**src/logic/branchPredict_params.svh**
```systemverilog
`ifndef BRANCH_PREDICT_PARAMS_SVH
`define BRANCH_PREDICT_PARAMS_SVH

// instruction address width
`define BP_WORD_WIDTH 32

`define BP_INDEX_BITS 4
`define BP_ENTRIES (1 << `BP_INDEX_BITS)

// what is left of the address above the index and the byte offset
`define BP_TAG_BITS (`BP_WORD_WIDTH - `BP_INDEX_BITS - 2)

`define BP_RESET_PC 32'h0000_1000

`define BP_APB_ADDR_WIDTH 8

`endif

```
**src/logic/branchPredictPkg.sv**
```systemverilog
`include "branchPredict_params.svh"

package branchPredictPkg;

    typedef struct packed {
        logic [`BP_TAG_BITS-1:0]   tag;
        logic [`BP_INDEX_BITS-1:0] index;
        logic [1:0]                offset; // always zero for aligned fetch
    } pcFields_t;

    // one address word, read either whole or split into table fields
    typedef union packed {
        logic [`BP_WORD_WIDTH-1:0] raw;
        pcFields_t                 fields;
    } pcAddr_u;

    // upper bit set means the branch is predicted taken
    typedef enum logic [1:0] {
        strongNotTaken = 2'b00,
        weakNotTaken   = 2'b01,
        weakTaken      = 2'b10,
        strongTaken    = 2'b11
    } counter_e;

    localparam logic [`BP_APB_ADDR_WIDTH-1:0] CSR_CTRL        = 8'h00;
    localparam logic [`BP_APB_ADDR_WIDTH-1:0] CSR_BRANCH_CNT  = 8'h04;
    localparam logic [`BP_APB_ADDR_WIDTH-1:0] CSR_MISPRED_CNT = 8'h08;

endpackage

```
**src/logic/predictIfs.sv**
```systemverilog
`include "branchPredict_params.svh"

// fetch side asks the table about the current fetch address
interface btbLookupIf;
    branchPredictPkg::pcAddr_u lookupPc;
    logic                      hit;
    logic                      counterTaken;
    logic [`BP_WORD_WIDTH-1:0] target;

    modport requester (
        output lookupPc,
        input  hit,
        input  counterTaken,
        input  target
    );

    modport btbTable (
        input  lookupPc,
        output hit,
        output counterTaken,
        output target
    );
endinterface

// a resolved instruction coming back from execute
interface resolveIf;
    logic                      valid;
    logic                      isBranch;
    logic                      taken;
    branchPredictPkg::pcAddr_u pc;
    logic [`BP_WORD_WIDTH-1:0] target;

    modport consumer (
        input valid,
        input isBranch,
        input taken,
        input pc,
        input target
    );
endinterface

```
**src/logic/branchTargetBuffer.sv**
```systemverilog
`include "branchPredict_params.svh"

module branchTargetBuffer (
    input  logic        clk,
    input  logic        arstN,
    input  logic        flush,
    btbLookupIf.btbTable lookup,
    resolveIf.consumer  resolve
);

    logic [`BP_ENTRIES-1:0]    validBits;
    logic [`BP_TAG_BITS-1:0]   tagMem [`BP_ENTRIES];
    logic [`BP_WORD_WIDTH-1:0] targetMem [`BP_ENTRIES];
    branchPredictPkg::counter_e counterMem [`BP_ENTRIES];

    logic [`BP_INDEX_BITS-1:0] lookupIdx;
    logic [`BP_INDEX_BITS-1:0] resolveIdx;
    logic                      resolveHit;
    logic                      branchDone;
    logic                      train;
    logic                      allocate;

    // one saturating step toward the resolved outcome
    function automatic branchPredictPkg::counter_e stepCounter(
        input branchPredictPkg::counter_e cur,
        input logic                       taken
    );
        branchPredictPkg::counter_e nxt;
        nxt = cur;
        case (cur)
            branchPredictPkg::strongNotTaken:
                nxt = taken ? branchPredictPkg::weakNotTaken : branchPredictPkg::strongNotTaken;
            branchPredictPkg::weakNotTaken:
                nxt = taken ? branchPredictPkg::weakTaken : branchPredictPkg::strongNotTaken;
            branchPredictPkg::weakTaken:
                nxt = taken ? branchPredictPkg::strongTaken : branchPredictPkg::weakNotTaken;
            branchPredictPkg::strongTaken:
                nxt = taken ? branchPredictPkg::strongTaken : branchPredictPkg::weakTaken;
            default:
                nxt = branchPredictPkg::weakTaken;
        endcase
        return nxt;
    endfunction

    // lookup is purely combinational on the current table
    assign lookupIdx = lookup.lookupPc.fields.index;

    assign lookup.hit = validBits[lookupIdx]
                        && (tagMem[lookupIdx] == lookup.lookupPc.fields.tag);
    assign lookup.counterTaken = counterMem[lookupIdx][1];
    assign lookup.target       = targetMem[lookupIdx];

    assign resolveIdx = resolve.pc.fields.index;
    assign resolveHit = validBits[resolveIdx]
                        && (tagMem[resolveIdx] == resolve.pc.fields.tag);
    assign branchDone = resolve.valid && resolve.isBranch;

    // a not-taken miss leaves the table alone
    assign train    = branchDone && resolveHit && !flush;
    assign allocate = branchDone && !resolveHit && resolve.taken && !flush;

    always_ff @(posedge clk or negedge arstN) begin
        if (!arstN) begin
            validBits <= '0;
        end else if (flush) begin
            validBits <= '0; // flush beats any update on the same edge
        end else if (allocate) begin
            validBits[resolveIdx] <= 1'b1;
        end
    end

    always_ff @(posedge clk) begin
        if (allocate) begin
            tagMem[resolveIdx]     <= resolve.pc.fields.tag;
            targetMem[resolveIdx]  <= resolve.target;
            counterMem[resolveIdx] <= branchPredictPkg::weakTaken;
        end else if (train) begin
            counterMem[resolveIdx] <= stepCounter(counterMem[resolveIdx], resolve.taken);
        end
    end

    // a valid entry always carries a written target and counter
    hitFieldsKnownA: assert property (
        @(posedge clk) disable iff (!arstN)
        lookup.hit |-> !$isunknown({lookup.counterTaken, lookup.target})
    ) else $error("btb hit on an entry with unwritten fields");

endmodule

```
**src/logic/nextPcSelect.sv**
```systemverilog
`include "branchPredict_params.svh"

module nextPcSelect (
    input  logic                      clk,
    input  logic                      arstN,
    input  logic                      predictEnable,
    input  logic                      fetchStall,
    btbLookupIf.requester             lookup,
    resolveIf.consumer                resolve,
    input  logic                      resolvePredTaken,
    input  logic [`BP_WORD_WIDTH-1:0] resolvePredTarget,
    output logic [`BP_WORD_WIDTH-1:0] fetchPc,
    output logic [`BP_WORD_WIDTH-1:0] fetchPredTarget,
    output logic                      fetchPredTaken,
    output logic                      redirect,
    output logic                      mispredict
);

    logic [`BP_WORD_WIDTH-1:0] correctPc;
    logic [`BP_WORD_WIDTH-1:0] nextPc;
    logic                      wrongDir;
    logic                      wrongTarget;
    logic                      falseTaken;

    assign lookup.lookupPc = branchPredictPkg::pcAddr_u'(fetchPc);

    assign fetchPredTaken  = lookup.hit && lookup.counterTaken && predictEnable;
    assign fetchPredTarget = lookup.target;

    assign wrongDir    = resolve.isBranch && (resolve.taken != resolvePredTaken);
    assign wrongTarget = resolve.isBranch && resolve.taken
                         && (resolve.target != resolvePredTarget);
    assign falseTaken  = !resolve.isBranch && resolvePredTaken; // e.g. stale entry on a non-branch

    assign mispredict = resolve.valid && (wrongDir || wrongTarget || falseTaken);
    assign redirect   = mispredict;

    assign correctPc = resolve.taken ? resolve.target
                                     : resolve.pc.raw + `BP_WORD_WIDTH'(4);

    // redirect overrides the stall, the stall overrides the prediction
    always_comb begin
        if (redirect) begin
            nextPc = correctPc;
        end else if (fetchStall) begin
            nextPc = fetchPc;
        end else if (fetchPredTaken) begin
            nextPc = fetchPredTarget;
        end else begin
            nextPc = fetchPc + `BP_WORD_WIDTH'(4);
        end
    end

    always_ff @(posedge clk or negedge arstN) begin
        if (!arstN) begin
            fetchPc <= `BP_RESET_PC;
        end else begin
            fetchPc <= nextPc;
        end
    end

    // targets come from both the table and execute, so check the register itself
    fetchPcAlignedA: assert property (
        @(posedge clk) disable iff (!arstN)
        fetchPc[1:0] == 2'b00
    ) else $error("fetchPc lost word alignment");

endmodule

```
**src/logic/predictorCsr.sv**
```systemverilog
`include "branchPredict_params.svh"

module predictorCsr (
    input  logic                         clk,
    input  logic                         arstN,
    input  logic                         psel,
    input  logic                         penable,
    input  logic                         pwrite,
    input  logic [`BP_APB_ADDR_WIDTH-1:0] paddr,
    input  logic [`BP_WORD_WIDTH-1:0]    pwdata,
    output logic [`BP_WORD_WIDTH-1:0]    prdata,
    output logic                         pready,
    output logic                         pslverr,
    input  logic                         branchResolved,
    input  logic                         mispredict,
    output logic                         predictEnable,
    output logic                         flush
);

    logic                      access;
    logic                      writeEn;
    logic                      selCtrl;
    logic                      selBranch;
    logic                      selMispred;
    logic [`BP_WORD_WIDTH-1:0] branchCnt;
    logic [`BP_WORD_WIDTH-1:0] mispredCnt;

    assign access  = psel && penable;
    assign writeEn = access && pwrite;

    assign selCtrl    = (paddr == branchPredictPkg::CSR_CTRL);
    assign selBranch  = (paddr == branchPredictPkg::CSR_BRANCH_CNT);
    assign selMispred = (paddr == branchPredictPkg::CSR_MISPRED_CNT);

    assign pready  = 1'b1; // no wait states
    assign pslverr = access && !(selCtrl || selBranch || selMispred);

    // flush bit always reads back as zero
    always_comb begin
        prdata = '0;
        if (selCtrl) begin
            prdata[0] = predictEnable;
        end else if (selBranch) begin
            prdata = branchCnt;
        end else if (selMispred) begin
            prdata = mispredCnt;
        end
    end

    always_ff @(posedge clk or negedge arstN) begin
        if (!arstN) begin
            predictEnable <= 1'b0;
            flush         <= 1'b0;
        end else begin
            flush <= writeEn && selCtrl && pwdata[1]; // single cycle pulse
            if (writeEn && selCtrl) begin
                predictEnable <= pwdata[0];
            end
        end
    end

    // a write clears the counter and beats an increment on the same edge
    always_ff @(posedge clk or negedge arstN) begin
        if (!arstN) begin
            branchCnt  <= '0;
            mispredCnt <= '0;
        end else begin
            if (writeEn && selBranch) begin
                branchCnt <= '0;
            end else if (branchResolved) begin
                branchCnt <= branchCnt + 1'b1;
            end

            if (writeEn && selMispred) begin
                mispredCnt <= '0;
            end else if (mispredict) begin
                mispredCnt <= mispredCnt + 1'b1;
            end
        end
    end

    apbEnableNeedsSelA: assert property (
        @(posedge clk) disable iff (!arstN)
        $rose(penable) |-> psel
    ) else $error("penable rose without psel");

endmodule

```
**src/logic/fetchPredictTop.sv**
```systemverilog
`include "branchPredict_params.svh"

module fetchPredictTop (
    input  logic                          clk,
    input  logic                          arstN,
    input  logic                          fetchStall,
    output logic [`BP_WORD_WIDTH-1:0]     fetchPc,
    output logic                          fetchPredTaken,
    output logic [`BP_WORD_WIDTH-1:0]     fetchPredTarget,
    input  logic                          resolveValid,
    input  logic                          resolveIsBranch,
    input  logic                          resolveTaken,
    input  logic [`BP_WORD_WIDTH-1:0]     resolvePc,
    input  logic [`BP_WORD_WIDTH-1:0]     resolveTarget,
    input  logic                          resolvePredTaken,
    input  logic [`BP_WORD_WIDTH-1:0]     resolvePredTarget,
    output logic                          redirect,
    input  logic                          psel,
    input  logic                          penable,
    input  logic                          pwrite,
    input  logic [`BP_APB_ADDR_WIDTH-1:0] paddr,
    input  logic [`BP_WORD_WIDTH-1:0]     pwdata,
    output logic [`BP_WORD_WIDTH-1:0]     prdata,
    output logic                          pready,
    output logic                          pslverr
);

    logic predictEnable;
    logic flush;
    logic mispredict;
    logic branchResolved;

    btbLookupIf lookupBus ();
    resolveIf   resolveBus ();

    assign resolveBus.valid    = resolveValid;
    assign resolveBus.isBranch = resolveIsBranch;
    assign resolveBus.taken    = resolveTaken;
    assign resolveBus.pc       = branchPredictPkg::pcAddr_u'(resolvePc);
    assign resolveBus.target   = resolveTarget;

    // only real branches count toward the statistics
    assign branchResolved = resolveValid && resolveIsBranch;

    branchTargetBuffer btb (
        .clk     (clk),
        .arstN   (arstN),
        .flush   (flush),
        .lookup  (lookupBus.btbTable),
        .resolve (resolveBus.consumer)
    );

    nextPcSelect pcSel (
        .clk               (clk),
        .arstN             (arstN),
        .predictEnable     (predictEnable),
        .fetchStall        (fetchStall),
        .lookup            (lookupBus.requester),
        .resolve           (resolveBus.consumer),
        .resolvePredTaken  (resolvePredTaken),
        .resolvePredTarget (resolvePredTarget),
        .fetchPc           (fetchPc),
        .fetchPredTarget   (fetchPredTarget),
        .fetchPredTaken    (fetchPredTaken),
        .redirect          (redirect),
        .mispredict        (mispredict)
    );

    predictorCsr csr (
        .clk            (clk),
        .arstN          (arstN),
        .psel           (psel),
        .penable        (penable),
        .pwrite         (pwrite),
        .paddr          (paddr),
        .pwdata         (pwdata),
        .prdata         (prdata),
        .pready         (pready),
        .pslverr        (pslverr),
        .branchResolved (branchResolved),
        .mispredict     (mispredict),
        .predictEnable  (predictEnable),
        .flush          (flush)
    );

endmodule

```
**config.mk**
```make
export PLATFORM = sky130hd
export DESIGN_NAME = fetchPredictTop
export DESIGN_NICKNAME = d
export VERILOG_FILES = /design/src/logic/branchPredictPkg.sv /design/src/logic/predictIfs.sv /design/src/logic/branchTargetBuffer.sv /design/src/logic/nextPcSelect.sv /design/src/logic/predictorCsr.sv /design/src/logic/fetchPredictTop.sv
export VERILOG_INCLUDE_DIRS = /design/src /design/src/logic
export SDC_FILE = /design/constraint.sdc
export NUM_CORES = 2
export LEC_CHECK = 0
export ABC_AREA = 0
export BUFFER_PORTS_ARGS = -buffer_cell sky130_fd_sc_hd__buf_4
export CAP_MARGIN = 25
export CORE_MARGIN = 4
export CORE_UTILIZATION = 30
export DETAILED_ROUTE_END_ITERATION = 8
export PLACE_DENSITY = 0.48
export SLEW_MARGIN = 5
export SYNTH_ARGS = -nofsm -noshare
export SYNTH_HDL_FRONTEND = slang
export SYNTH_HIERARCHICAL = 1
export SYNTH_SLANG_ARGS = --single-unit
```
**constraint.sdc**
```tcl
create_clock -name clk -period 9.9 [get_ports clk]
set_input_delay 2.475 -clock clk [delete_from_list [all_inputs] [get_ports clk]]
set_output_delay 2.475 -clock clk [all_outputs]
set_load 0.02 [all_outputs]
```
# Word level (Yosys, flattened, before mapping)
# Memory sizes are Yosys's and may differ from the RTL's.
# Cells that the tools add are included.
[totals]
word_cells = 97
out_inout_bits = 100
in_bits = 146
n_memories = 3
reg_bits = 114
ram_bits = 960
[mem_list]
columns = ["memory", "words", "word_bits", "read_ports", "rd_clocked_by_memory_dff", "write_ports", "line_no", "rtl"]
rows = [
  ["btb.targetMem", 16, 32, 1, 0, 1, "branchTargetBuffer.sv:13", "logic [`BP_WORD_WIDTH-1:0] targetMem [`BP_ENTRIES];"],
  ["btb.tagMem", 16, 26, 2, 0, 1, "branchTargetBuffer.sv:12", "logic [`BP_TAG_BITS-1:0] tagMem [`BP_ENTRIES];"],
  ["btb.counterMem", 16, 2, 2, 0, 1, "branchTargetBuffer.sv:14", "branchPredictPkg::counter_e counterMem [`BP_ENTRIES];"],
]
[classes]
n_reduce_logical = 36
mux = 33
n_eq_ne = 10
order_cmp = 3
bitwise_logic = 2
add_sub_neg = 4
[op_table]
columns = ["operator", "n"]
rows = [
  ["$mux W32", 10],
  ["$add A32 B1 Y32 const B", 2],
  ["$add A32 B3 Y32 const B", 2],
  ["$eq A26 B26 Y1", 2],
  ["$mux W16", 2],
  ["$ne A32 B32 Y1", 1],
  ["$mux W31", 1],
  ["$logic_and A1 B1 Y1", 23],
  ["$or A16 B16 Y16", 1],
  ["$mux W1", 11],
  ["$lt A4 B5 Y1 const B", 2],
  ["$mux W2", 5],
  ["$bmux W1 S4", 2],
  ["$eq A8 B3 Y1 const B", 1],
  ["$eq A8 B4 Y1 const B", 1],
  ["$logic_not A8 Y1", 1],
  ["$pmux W2 S4", 1],
  ["$reduce_bool A2 Y1", 3],
  ["$demux W1 S4", 1],
  ["$eq A2 B2 Y1 const B", 2],
  ["$ge A4 B1 Y1 const B", 1],
  ["$logic_not A1 Y1", 4],
  ["$logic_or A1 B1 Y1", 4],
  ["$eq A2 B1 Y1 const B", 1],
  ["other kinds (4)", 4],
]

# Longest topological paths before layout
[depth]
ltp_word = 10
mapped_depth = 18

# By module
# Netlist, hierarchy kept.
[by_module_without_submodules]
columns = ["module", "n_inst", "area_each_um2", "cells_each", "seq_area_each_um2"]
rows = [
  ["branchTargetBuffer", 1, 41546.1, 1858, 29228.0],
  ["nextPcSelect", 1, 4031.4, 506, 802.0],
  ["predictorCsr", 1, 3928.8, 422, 1651.6],
  ["fetchPredictTop", 1, 6.3, 1, 0.0],
]

# Worst setup path after synthesis
# No wires, ideal clock.
[synth_path]
path_type = "input-to-reg"
from = "input port resolvePc[3]"
to = "memory btb/tagMem[10][0] (netlist name) (enable)"
required_time_ns = 9.426
path_stages = 13
slack_ns = 2.480
n_path_buf = 5
arrival_ns = 6.946
path_cell_list = "buf_2 > buf_4 > buf_2 > mux4_2 > mux2i_1 > xnor2_1 > nor4_1 > a31oi_1 > and4bb_1 > and4_1 > buf_4 > buf_2 > nor2_1"
[synth_between]
elab_chain_cells = 9
word_cells_on_any_way = 11
[synth_rtl]
columns = ["item", "line_no", "rtl"]
rows = [
  ["from (decl)", "fetchPredictTop.sv:13", "input logic [`BP_WORD_WIDTH-1:0] resolvePc,"],
  ["$mem_v2 Z16 W26 / $bmux W1 S4 (equally long branches)", "-", ""],
  ["$eq A26 B26 Y1 / $mux W1 (equally long branches)", "branchTargetBuffer.sv:55, branchTargetBuffer.sv:54", ""],
  ["$logic_and A1 B1 Y1", "branchTargetBuffer.sv:55", "&& (tagMem[resolveIdx] == resolve.pc.fields.tag);"],
  ["$logic_not A1 Y1", "branchTargetBuffer.sv:60", "assign allocate = branchDone && !resolveHit && resolve.taken && !flush;"],
  ["$logic_and A1 B1 Y1 (3 in a row)", "branchTargetBuffer.sv:60", ""],
  ["$mux W1", "branchTargetBuffer.sv:73", "if (allocate) begin"],
  ["$mux W1 (not written as such)", "branchTargetBuffer.sv:74", "tagMem[resolveIdx] <= resolve.pc.fields.tag;"],
  ["to (decl)", "branchTargetBuffer.sv:12", ""],
]
# Parallel ways exist; a longest one is shown, timed or not. The select of a mux whose other input is x is not followed.

# Final worst setup path
[layout_path]
from = "register pcSel.fetchPc[2]"
to = "output port fetchPredTaken"
[layout_between]
elab_chain_cells = 5
word_cells_on_any_way = 8
[layout_rtl]
columns = ["item", "line_no", "rtl"]
rows = [
  ["from (decl)", "nextPcSelect.sv:12", "output logic [`BP_WORD_WIDTH-1:0] fetchPc,"],
  ["from (signal assigned)", "nextPcSelect.sv:56", "fetchPc <= `BP_RESET_PC;"],
  ["from (signal assigned)", "nextPcSelect.sv:58", "fetchPc <= nextPc;"],
  ["$mem_v2 Z16 W26 / $bmux W1 S4 (equally long branches)", "-", ""],
  ["$eq A26 B26 Y1 / $mux W1 (equally long branches)", "branchTargetBuffer.sv:49, branchTargetBuffer.sv:48", ""],
  ["$logic_and A1 B1 Y1 *", "branchTargetBuffer.sv:49", "&& (tagMem[lookupIdx] == lookup.lookupPc.fields.tag);"],
  ["named net lookupBus.hit", "predictIfs.sv:6", "logic hit;"],
  ["$logic_and A1 B1 Y1 * (2 in a row)", "nextPcSelect.sv:27", "assign fetchPredTaken = lookup.hit && lookup.counterTaken && predictEnable;"],
  ["to (decl)", "fetchPredictTop.sv:8", "output logic fetchPredTaken,"],
]
# The timed path passes the listed nets; every way through them passes the cells marked *. The select of a mux whose other input is x is not followed.

==> flow_metrics.tcl <==
set metrics [dict create \
    final_cell_mix "960 x edfxtp_1, 383 x mux4_2, 276 x buf_4" \
    crit_required_ps 7430 \
    status "completed" \
    wirelength_microns 154500 \
    antenna_found_initial 11 \
    fin_area_sq_mm 0.05724 \
    tns_ps 0 \
    die_area_sq_mm 0.1716 \
    route.detailed.drc 0 \
    vias_per_cell 5.319 \
    port_buffers 214 \
    skew_ps 78.75 \
    yosysWarnings 6 \
    cts.reportedPaths.clkPinSlew_ps 60 \
    grt_max_degree 77 \
    dpl_worst_slack_ps 2039 \
    crit_arrival_ps 6170 \
    p_total_mw 11.82 \
    finalMaxSlewViolations 0 \
    syn_area_per_cell_sq_um 17.77 \
    finalCritPeriodShare 0.8732 \
    grt_pass1_wl_microns 219400 \
    peakVddDrop_mv 0.1447 \
    criticalPathCategory "reg -> out" \
    maxCapViolCount 0 \
    num_rows 148 \
    tightest_slew_ps 1015 \
    drt_iter0_drc 2613 \
    clock-sinks 1074 \
    vias 27840 \
    final_common_cell "edfxtp_1" \
    syn_to_final_growth_pct 15.64 \
    syn-num-nets 2935 \
    start_kind "register" \
    multi_input_area_sq_mm 0.01636 \
    cp_max_fo 75 \
    period_needed_ps 8645 \
    setup_viol 0 \
    gr-usage-all-layers 0.1763 \
    cts_tree "yes" \
    seqCellArea_sq_mm 0.03170 \
    wl_per_cell_microns 29.52 \
    clock.fmax_mhz 115.7 \
    die_y_microns 414.2 \
    gp_congestion 0.7882 \
    grt_pass1_vias 28450 \
    slew_headroom 0.3170 \
    end_kind "output port" \
    cts-buffers-inserted 118 \
    min_path_type "reg -> reg" \
    post_cts_buffers 0 \
    hold_viol 0 \
    synth_area_sq_mm 0.04950 \
    hold_buffers 0 \
    clock_latency_ps 780 \
    placed_cell_area_sq_mm 0.05326 \
    initial_core_util 0.3031 \
    antenna_left 0 \
    dp_hpwl_microns 95960 \
    first_pass_iters 5 \
    netlist_instances 2785 \
    fp.dieW_microns 414.2 \
    post_cts_resized 0 \
    p_leak_nw 18.77 \
    core_area_sq_mm 0.1633 \
    clk_path_buf_depth 3 \
    grt-ovfl-total 0 \
    rsz0062_at_grt "no" \
    fillers 15420 \
    ios 246 \
    layout.nets 3104 \
    root_buffer "clkbuf_16" \
    cts_max_level 3 \
    p_per_area_mw_per_mm2 206.4 \
    final_layout_size_suffix_gt1_frac 0.2981 \
    setup_ws_ps 1255 \
]
sequential cells by signal, indices dropped and copies added, names as in the netlist:
| register | count |
|---|---|
| csr/predictEnable | 1 |
| pcSel/fetchPc | 32 |
| csr/flush | 1 |
| btb/validBits | 16 |
| btb/tagMem | 416 |
| btb/counterMem | 32 |
| btb/targetMem | 512 |
| csr/mispredCnt | 32 |
| csr/branchCnt | 32 |
layout make-up:
type                            instances  share of cell area
Sequential cell                      1074              0.5538
Inverter                               36            0.002361
Tap cell                             2175             0.04754
Timing Repair Buffer                  291             0.04103
Multi-Input combinational cell       1433              0.2858
Antenna cell                            3           0.0001312
Clock inverter                         76             0.01526
Clock buffer                          146             0.05412
report_power, final:
group          total (mW)  internal (mW)  switching, mW
Clock                4.50           2.58           1.92
Combinational        2.11          0.929           1.18
Sequential           5.20           5.01          0.189
path summary, 6_finish.rpt:
kind,start,end,slack [ps],cells past startpoint
worst max-delay path,pcSel/fetchPc[2],fetchPredTaken,1260,12
worst min register to register,csr/branchCnt[31],csr/branchCnt[31],550,2
worst min-delay path,csr/branchCnt[31],csr/branchCnt[31],550,2
max in group asynchronous,arstN,pcSel/fetchPc[2],6860,2
worst max register to register,pcSel/fetchPc[2],pcSel/fetchPc[31],3540,14
min in group asynchronous,arstN,csr/predictEnable,1790,1
per-layer routing:
layer  wire (microns)  track usage  vias to the layer above
met5               23            0                        -
met4             3638      0.04211                        4
met3             7993      0.03044                      200
met2            75620       0.2944                      762
met1            67240       0.2403                    15050
li1                 -            -                    11820
worst max-delay path: stages (launching register included):
cell	delay, ps
dfrtp_4	890
buf_4	420
mux4_2	550
mux4_2	570
xnor2_1	170
nand4_1	180
or4_1	620
nor4_1	790
nand3_4	100
buf_4	380
inv_1	120
buf_4	270
buf_4	190
through the flow:
stage / hold WS, ps / instances / util
finish: 551.0 / 5234 / 0.3505
detailed placement: 541.0 / 5009 / 0.3261
floorplan: 503.4 / 2785 / -
global route: 570.8 / 5233 / 0.3504
global placement: 530.8 / 5009 / 0.3261
CTS: 550.0 / 5231 / 0.3504
No activity file was read; power rests on OpenSTA's default activity.
